File: config.mk
export PLATFORM = sky130hd
export DESIGN_NAME = mips_core
export DESIGN_NICKNAME = d
export VERILOG_FILES = /design/src/source/mips_pkg.sv /design/src/source/mips_core.sv /design/src/source/datapath.sv /design/src/source/alu.sv /design/src/source/reg_file.sv /design/src/source/controller.sv /design/src/source/alu_dec.sv /design/src/source/main_dec.sv
export VERILOG_INCLUDE_DIRS = /design/src /design/src/include
export SDC_FILE = /design/constraint.sdc
export NUM_CORES = 2
export LEC_CHECK = 0
export ABC_CLOCK_PERIOD_IN_PS = 10700
export BUFFER_PORTS_ARGS = -buffer_cell sky130_fd_sc_hd__buf_2
export CELL_PAD_IN_SITES_DETAIL_PLACEMENT = 0
export CELL_PAD_IN_SITES_GLOBAL_PLACEMENT = 1
export CORE_MARGIN = 3
export CORE_UTILIZATION = 54
export CTS_CLUSTER_DIAMETER = 50
export CTS_CLUSTER_SIZE = 40
export DETAILED_ROUTE_END_ITERATION = 12
export PLACE_DENSITY = 0.86
export SYNTH_ARGS = -nofsm -noshare
export SYNTH_HDL_FRONTEND = slang
export SYNTH_SLANG_ARGS = --single-unit
File: constraint.sdc
create_clock -name clk_i -period 10.7 [get_ports clk_i]
set_input_delay 2.14 -clock clk_i [delete_from_list [all_inputs] [get_ports clk_i]]
set_output_delay 2.14 -clock clk_i [all_outputs]
set_load 0.1 [all_outputs]
File: src/include/mips_macros.svh
`ifndef MIPS_MACROS_SVH
`define MIPS_MACROS_SVH

////////////////////
// Core widths
////////////////////

// Word, address and register width
`define DATA_W 32

// Register index width, five bits for rs, rt and rd
`define REG_ADDR_W 5

// Number of architectural registers
`define REG_COUNT (1 << `REG_ADDR_W)

////////////////////
// Reset state
////////////////////

// First fetch address after reset
`define RESET_PC 32'h0000_0000

`endif
File: src/source/mips_pkg.sv
package mips_pkg;

    ////////////////////
    // Primary opcodes
    ////////////////////

    // Encodings from instr[31:26]
    typedef enum logic [5:0] {
        OP_RTYPE = 6'h00,
        OP_J     = 6'h02,
        OP_BEQ   = 6'h04,
        OP_ADDI  = 6'h08,
        OP_LW    = 6'h23,
        OP_SW    = 6'h2B
    } opcode_e;

    // Class of ALU work picked by the main decoder
    typedef enum logic [1:0] {
        ALUOP_ADD   = 2'b00,
        ALUOP_SUB   = 2'b01,
        ALUOP_FUNCT = 2'b10
    } alu_op_e;

    // Operation actually performed by the ALU
    typedef enum logic [2:0] {
        ALU_AND = 3'b000,
        ALU_OR  = 3'b001,
        ALU_ADD = 3'b010,
        ALU_SUB = 3'b110,
        ALU_SLT = 3'b111
    } alu_ctrl_e;

    ////////////////////
    // Control word
    ////////////////////

    typedef struct packed {
        logic      mem_to_reg;   // Write back load data
        logic      mem_write;    // Data memory store strobe
        logic      pc_branch;    // Branch taken
        logic      alu_src_imm;  // ALU b from immediate
        logic      reg_dst_rd;   // Destination rd, else rt
        logic      reg_write;    // Register file write enable
        logic      pc_jump;      // Jump taken
        alu_ctrl_e alu_ctrl;
    } ctrl_t;

endpackage

File: src/source/mips_core.sv
`timescale 1ns/1ps
`include "mips_macros.svh"

module mips_core import mips_pkg::*; (
    input  logic               clk_i,
    input  logic               rst_n_i,
    input  logic [`DATA_W-1:0] instr_i,
    input  logic [`DATA_W-1:0] mem_rdata_i,
    output logic [`DATA_W-1:0] pc_o,
    output logic [`DATA_W-1:0] mem_addr_o,
    output logic [`DATA_W-1:0] mem_wdata_o,
    output logic               mem_we_o
);

    ctrl_t ctrl;
    logic  zero;

    ////////////////////
    // Decode
    ////////////////////

    controller i_controller (
        .op_i    (opcode_e'(instr_i[31:26])),
        .funct_i (instr_i[5:0]),
        .zero_i  (zero),
        .ctrl_o  (ctrl)
    );

    ////////////////////
    // Execute
    ////////////////////

    datapath i_datapath (
        .clk_i       (clk_i),
        .rst_n_i     (rst_n_i),
        .instr_i     (instr_i),
        .ctrl_i      (ctrl),
        .mem_rdata_i (mem_rdata_i),
        .pc_o        (pc_o),
        .alu_y_o     (mem_addr_o),
        .wdata_o     (mem_wdata_o),
        .zero_o      (zero)
    );

    // No stores while reset is held
    assign mem_we_o = ctrl.mem_write & rst_n_i;

endmodule

File: src/source/datapath.sv
`timescale 1ns/1ps
`include "mips_macros.svh"

module datapath import mips_pkg::*; (
    input  logic               clk_i,
    input  logic               rst_n_i,
    input  logic [`DATA_W-1:0] instr_i,
    input  ctrl_t              ctrl_i,
    input  logic [`DATA_W-1:0] mem_rdata_i,
    output logic [`DATA_W-1:0] pc_o,
    output logic [`DATA_W-1:0] alu_y_o,
    output logic [`DATA_W-1:0] wdata_o,
    output logic               zero_o
);

    logic [`DATA_W-1:0]     pc_q;
    logic [`DATA_W-1:0]     pc_next;
    logic [`DATA_W-1:0]     pc_plus4;
    logic [`DATA_W-1:0]     pc_branch_tgt;
    logic [`DATA_W-1:0]     pc_jump_tgt;
    logic [`DATA_W-1:0]     imm_ext;
    logic [`DATA_W-1:0]     rd1;
    logic [`DATA_W-1:0]     rd2;
    logic [`DATA_W-1:0]     alu_b;
    logic [`DATA_W-1:0]     wb_data;
    logic [`REG_ADDR_W-1:0] wa;

    ////////////////////
    // Program counter
    ////////////////////

    always_ff @(posedge clk_i) begin
        if (!rst_n_i) begin
            pc_q <= `RESET_PC;
        end else begin
            pc_q <= pc_next;
        end
    end

    assign pc_plus4      = pc_q + `DATA_W'd4;
    // Word offset relative to the delay slot address
    assign pc_branch_tgt = pc_plus4 + {imm_ext[`DATA_W-3:0], 2'b00};
    // Region bits kept from pc+4
    assign pc_jump_tgt   = {pc_plus4[31:28], instr_i[25:0], 2'b00};

    // Jump beats branch beats sequential
    always_comb begin
        if (ctrl_i.pc_jump) begin
            pc_next = pc_jump_tgt;
        end else if (ctrl_i.pc_branch) begin
            pc_next = pc_branch_tgt;
        end else begin
            pc_next = pc_plus4;
        end
    end

    ////////////////////
    // Operands
    ////////////////////

    // Sign extend imm16
    assign imm_ext = {{(`DATA_W-16){instr_i[15]}}, instr_i[15:0]};

    // rd for R-type, rt otherwise
    assign wa = ctrl_i.reg_dst_rd ? instr_i[15:11] : instr_i[20:16];

    reg_file i_reg_file (
        .clk_i   (clk_i),
        .rst_n_i (rst_n_i),
        .we_i    (ctrl_i.reg_write),
        .ra1_i   (instr_i[25:21]),
        .ra2_i   (instr_i[20:16]),
        .wa_i    (wa),
        .wd_i    (wb_data),
        .rd1_o   (rd1),
        .rd2_o   (rd2)
    );

    assign alu_b = ctrl_i.alu_src_imm ? imm_ext : rd2;

    alu i_alu (
        .a_i    (rd1),
        .b_i    (alu_b),
        .ctrl_i (ctrl_i.alu_ctrl),
        .y_o    (alu_y_o),
        .zero_o (zero_o)
    );

    // Load data or ALU result
    assign wb_data = ctrl_i.mem_to_reg ? mem_rdata_i : alu_y_o;

    assign pc_o    = pc_q;
    // Store data is always rt
    assign wdata_o = rd2;

endmodule

File: src/source/alu.sv
`timescale 1ns/1ps
`include "mips_macros.svh"

module alu import mips_pkg::*; (
    input  logic [`DATA_W-1:0] a_i,
    input  logic [`DATA_W-1:0] b_i,
    input  alu_ctrl_e          ctrl_i,
    output logic [`DATA_W-1:0] y_o,
    output logic               zero_o
);

    // Signed compare for slt
    logic a_lt_b;

    assign a_lt_b = $signed(a_i) < $signed(b_i);

    always_comb begin
        case (ctrl_i)
            ALU_AND: y_o = a_i & b_i;
            ALU_OR:  y_o = a_i | b_i;
            ALU_ADD: y_o = a_i + b_i;
            ALU_SUB: y_o = a_i - b_i;
            // Zero extended compare result
            ALU_SLT: y_o = {{(`DATA_W-1){1'b0}}, a_lt_b};
            default: y_o = '0;
        endcase
    end

    // Used by beq
    assign zero_o = (y_o == '0);

endmodule

File: src/source/reg_file.sv
`timescale 1ns/1ps
`include "mips_macros.svh"

module reg_file (
    input  logic                   clk_i,
    input  logic                   rst_n_i,
    input  logic                   we_i,
    input  logic [`REG_ADDR_W-1:0] ra1_i,
    input  logic [`REG_ADDR_W-1:0] ra2_i,
    input  logic [`REG_ADDR_W-1:0] wa_i,
    input  logic [`DATA_W-1:0]     wd_i,
    output logic [`DATA_W-1:0]     rd1_o,
    output logic [`DATA_W-1:0]     rd2_o
);

    // Storage array
    logic [`DATA_W-1:0] regs [`REG_COUNT];

    ////////////////////
    // Write port
    ////////////////////

    always_ff @(posedge clk_i) begin
        // Blocked while reset is held
        if (rst_n_i && we_i) begin
            regs[wa_i] <= wd_i;
        end
    end

    ////////////////////
    // Read ports
    ////////////////////

    // $zero never reflects a write
    assign rd1_o = (ra1_i == '0) ? '0 : regs[ra1_i];
    assign rd2_o = (ra2_i == '0) ? '0 : regs[ra2_i];

    // Word written on one edge reads back in the next cycle
    assert property (@(posedge clk_i) disable iff (!rst_n_i)
        ($past(rst_n_i && we_i && wa_i != '0) && ra1_i == $past(wa_i))
            |-> (rd1_o == $past(wd_i)))
        else $error("reg_file: written word did not read back");

endmodule

File: src/source/controller.sv
`timescale 1ns/1ps

module controller import mips_pkg::*; (
    input  opcode_e    op_i,
    input  logic [5:0] funct_i,
    input  logic       zero_i,
    output ctrl_t      ctrl_o
);

    ctrl_t     dec_ctrl;
    logic      branch;
    alu_op_e   alu_op;
    alu_ctrl_e alu_ctrl;

    // Opcode level decode
    main_dec i_main_dec (
        .op_i     (op_i),
        .ctrl_o   (dec_ctrl),
        .branch_o (branch),
        .alu_op_o (alu_op)
    );

    // Function field decode
    alu_dec i_alu_dec (
        .alu_op_i   (alu_op),
        .funct_i    (funct_i),
        .alu_ctrl_o (alu_ctrl)
    );

    ////////////////////
    // Merge
    ////////////////////

    always_comb begin
        ctrl_o           = dec_ctrl;
        // beq only taken on equal operands
        ctrl_o.pc_branch = branch & zero_i;
        ctrl_o.alu_ctrl  = alu_ctrl;
    end

    // Branch and jump are exclusive in the next-PC mux
    assert property (@(ctrl_o) !(ctrl_o.pc_branch && ctrl_o.pc_jump))
        else $error("controller: pc_branch and pc_jump both set");

endmodule

File: src/source/alu_dec.sv
`timescale 1ns/1ps

module alu_dec import mips_pkg::*; (
    input  alu_op_e     alu_op_i,
    input  logic [5:0]  funct_i,
    output alu_ctrl_e   alu_ctrl_o
);

    always_comb begin
        case (alu_op_i)
            // Address calc and addi
            ALUOP_ADD: alu_ctrl_o = ALU_ADD;
            // beq compare
            ALUOP_SUB: alu_ctrl_o = ALU_SUB;
            ALUOP_FUNCT: begin
                // R-type function field
                case (funct_i)
                    6'h20:   alu_ctrl_o = ALU_ADD;
                    6'h22:   alu_ctrl_o = ALU_SUB;
                    6'h24:   alu_ctrl_o = ALU_AND;
                    6'h25:   alu_ctrl_o = ALU_OR;
                    6'h2A:   alu_ctrl_o = ALU_SLT;
                    // Unsupported functs treated as add
                    default: alu_ctrl_o = ALU_ADD;
                endcase
            end
            default: alu_ctrl_o = ALU_ADD;
        endcase
    end

endmodule

File: src/source/main_dec.sv
`timescale 1ns/1ps

module main_dec import mips_pkg::*; (
    input  opcode_e op_i,
    output ctrl_t   ctrl_o,
    output logic    branch_o,
    output alu_op_e alu_op_o
);

    // Level decode of the primary opcode
    always_comb begin
        // Unknown opcodes fall through as a no-op
        ctrl_o   = '0;
        branch_o = 1'b0;
        alu_op_o = ALUOP_ADD;

        case (op_i)
            OP_RTYPE: begin
                ctrl_o.reg_write  = 1'b1;
                ctrl_o.reg_dst_rd = 1'b1;
                alu_op_o          = ALUOP_FUNCT;
            end
            OP_LW: begin
                ctrl_o.reg_write   = 1'b1;
                ctrl_o.alu_src_imm = 1'b1;
                ctrl_o.mem_to_reg  = 1'b1;
            end
            OP_SW: begin
                ctrl_o.mem_write   = 1'b1;
                ctrl_o.alu_src_imm = 1'b1;
            end
            OP_BEQ: begin
                // Subtraction compare gated later by the zero flag
                branch_o = 1'b1;
                alu_op_o = ALUOP_SUB;
            end
            OP_ADDI: begin
                ctrl_o.reg_write   = 1'b1;
                ctrl_o.alu_src_imm = 1'b1;
            end
            OP_J: begin
                ctrl_o.pc_jump = 1'b1;
            end
            default: begin
                ctrl_o = '0;
            end
        endcase
    end

endmodule

==> qor.csv <==
stage;metric;value;unit
setup_path;cp_max_fo;50;
synthesis;avgSynthCellArea;15.9;um2
cts;clock-sinks;1054;
hold_path;min_to;i_datapath.pc_o[31];
setup_path;crit_type;primary input to output pin;
synthesis;synthTopCellsByCount;edfxtp_1, mux4_2, nor2_1;
synthesis;syn_area;56900;um2
cts;clkTransAtPathRegs;0.07;ns
power_and_ir_drop;leakage;21.7;nW
placement;port_buffers;160;
floorplan;fp.coreArea;104000;um2
power_and_ir_drop;p_total;11.7;mW
setup_path;path_cells;buf_8 > buf_4 > mux4_2 > mux4_2 > mux2i_1 > nor2_2 > mux2i_1 > inv_1 > fa_1 > a21o_1 > a221oi_1 > buf_4 > a2bb2oi_1 > buf_4 > a31oi_1 > mux2i_1 > a211oi_1 > o21ai_0 > buf_2;
floorplan;die_w;331;um
setup_path;slowest_delay;0.52;ns
synthesis;async_reset_ff_share;0;%
setup_path;r2r-start;i_datapath.i_reg_file.regs[16][0];
setup_path;cp_top_family;multiplexers;
drt;finalWirelength;185;mm
setup_path;startpoint_type;primary input;
timing;tns;0;ns
cts;clk_latency;0.73;ns
setup_path;required;8.56;ns
floorplan;io_pins;163;
run_status;status;complete, no violations;
synthesis;synth_cell_type_count;95;
setup_path;r2r_cells;24;
setup_path;end_kind;output pin;
timing;fmax;97.1;MHz
setup_path;arrival;8.16;ns
layout;drive_gt1_share;32.4;%
global_routing;grt_max_degree;86;
cts;h-tree-depth;3;
drt;drtIter0Drc;5637;
synthesis;post-synth-top-count-cell;edfxtp_1;
hold_path;holdCritPathClass;flop to flop;
placement;place_congestion;0.992;
hold_path;whs_path_depth;3;
drt;wl_per_cell;35.3;um
synthesis;synth_seq_area_share;55.1;%
synthesis;synthDominantCellAreaShare;54.0;%
floorplan;chipHeight;331;um
placement;hpwl;116;mm
drt;num_vias;38000;
synthesis;yosysTopAreaCell;edfxtp_1;
synthesis;synth_edf_count;1024;
setup_path;crit_buf_inv;6;
layout;fill_cells;7284;
cts;clk_path_buf_depth;3;
synthesis;synth_cells;3582;
timing;drv_slew;0;
drt;drtPass1Iterations;7;
cts;ctsHoldBuffers;0;
global_routing;grt-ovfl-total;0;
flow_run;drv_cap;0;
synthesis;synth-seq-cells;1054;
power_and_ir_drop;power_density;183;nW/um2
cts;cts_made_buffers;95;
synthesis;synth_area_leaders;edfxtp_1, mux4_2, ha_1;
hold_path;worstHoldStart;i_datapath.pc_o[31];
cts;cts_tree;yes;
power_and_ir_drop;vdd_drop_max;267;uV
layout;layout.nets;3954;
timing;min_period_over_period;96.3;%
setup_path;r2r_slack;3.51;ns
timing;hold_violations;0;
drt;viasPerCell;7.28;
timing;setup_viol;0;
global_routing;grt_pass1_wl;266;mm
timing;rsz0062_at_grt;false;
synthesis;dominantRegCellSynth;edfxtp_1;
drt;ant_nets;0;
timing;fin_skew;0.0474;ns
floorplan;dieArea;109000;um2
global_routing;antenna_found_initial;4;
floorplan;placementRows;118;
synthesis;ys_warn_count;0;
drt;drc_errors;0;
setup_path;r2r-end;i_datapath.pc_o[24];
global_routing;groute.usage.overall;34.0;%
layout;syn_to_final_growth;12.3;%
setup_path;worst_path_max_delay_cell;mux4_2;
floorplan;start_util;54.7;%
timing;slew_headroom;9.63;%
cts;cts_root_buf;clkbuf_16;
timing;timing.final.crit_period;10.30;ns
global_routing;grt_pass1_vias;37800;
timing;worst_pin_slew;1.36;ns
==> state kept, by name, indices dropped and copies added, names as in the netlist <==
name	flops
i_datapath.pc_o	30
i_datapath.i_reg_file.regs	1024
==> how the worst max path moves through the flow <==
stage / from / end / slack (ns) / cells past startpoint
after detailed placement: instr_i[16] / mem_addr_o[30] / 0.32 / 19
after CTS: instr_i[16] / mem_addr_o[30] / 0.29 / 19
after global routing: instr_i[16] / mem_addr_o[30] / 0.06 / 21
after global placement: instr_i[16] / mem_addr_o[30] / 0.30 / 19
final: instr_i[16] / mem_addr_o[20] / 0.40 / 19
after floorplan: instr_i[16] / mem_addr_o[30] / 0.02 / 19
==> cell usage in the layout, fill, tap and decap left out, types with 15 or more instances in the layout <==
cell type     n
or3_1        24
a21o_1       26
nand4_1      23
dfxtp_1      30
buf_4       156
nor2_1      142
nor3_1       41
o22ai_1      30
nor2b_1      22
inv_1       118
nand2_1      85
clkinv_8     18
a211o_1      17
a21oi_1     175
edfxtp_1   1024
o221ai_1     37
nor2_2       21
xor2_1       15
nand2b_1     22
xnor2_1      44
a211oi_1     25
mux2_2       85
nor2_4       33
and3_1       22
buf_2       142
ha_1        128
o21bai_1     15
clkbuf_16    97
mux2i_1     156
a221oi_1     22
nand3_1      45
o21ai_0      98
o211ai_1     23
mux4_2      552
buf_12       27
==> what timing repair did <==
action,4_1_cts,5_1_grt
setup endpoints to repair,0,1
buffers inserted,0,0
resized for setup,0,3
==> per-layer routing <==
| layer | vias to the layer above | wire length, um | GRT usage, % |
|---|---|---|---|
| met2 | 3007 | 85200 | 52.3 |
| met3 | 669 | 25700 | 9.78 |
| met5 | - | 0 | 0 |
| li1 | 15200 | - | - |
| met1 | 19100 | 62300 | 44.3 |
| met4 | 0 | 11400 | 17.6 |
==> metrics by stage <==
step	hold WS, ns	instance area (um2)	utilization, %	setup slack [ns]	std cells
finish	0.634	63900	61.4	0.401	5225
global placement	0.621	60500	58.1	0.304	5040
global route	0.716	63900	61.4	0.0597	5221
CTS	0.653	63900	61.4	0.291	5220
floorplan	1.08	57000	-	0.0203	3583
detailed placement	0.643	60500	58.1	0.324	5040
==> worst register-to-register path: stages, from the launching register on <==
cell and delay [ns]:
edfxtp_1 0.41, mux4_2 0.49, mux4_2 0.49, mux2i_1 0.17
buf_4 0.20, nor2_2 0.06, mux2_2 0.32, ha_1 0.31
fa_1 0.51, a21o_1 0.23, a221oi_1 0.25, buf_4 0.19
a2bb2oi_1 0.40, buf_4 0.21, a21boi_0 0.11, o21ai_0 0.23
and3_1 0.21, o21ai_1 0.20, buf_4 0.22, or4_1 0.38
or4_4 0.55, nor4_4 0.30, buf_12 0.27, mux2i_1 0.27
a21oi_1 0.09
==> report_power, final <==
group / switching (mW) / internal [mW] / total, mW
Clock: 1.82 / 1.85 / 3.67
Combinational: 2.18 / 0.796 / 2.97
Sequential: 0.00542 / 5.05 / 5.06
Total: 4.01 / 7.69 / 11.7
==> kinds of logic (layout without fill, tap and decap cells) <==
group	after synthesis	after routing	synth area share, %
buffers and inverters	374	631	2.59
other	1	7	0.00659
AOI/OAI and AO/OA	617	617	7.36
adders and majority gates	131	131	2.92
DFF	1054	1054	55.1
and+or+nand+nor	552	552	4.83
muxes	794	794	26.3
xor gates and xnor gates	59	59	0.908
==> area by class of cell <==
type / instances / area [um2] / share of cell area, %
Clock inverter: 81 / 993 / 1.55
Clock buffer: 99 / 2430 / 3.81
Tap cell: 1380 / 1730 / 2.70
Inverter: 123 / 467 / 0.730
Multi-Input combinational cell: 2155 / 24500 / 38.3
Timing Repair Buffer: 328 / 2470 / 3.86
Sequential cell: 1054 / 31400 / 49.1
Antenna cell: 5 / 12.5 / 0.0196
Power figures use the tool's default switching activity.
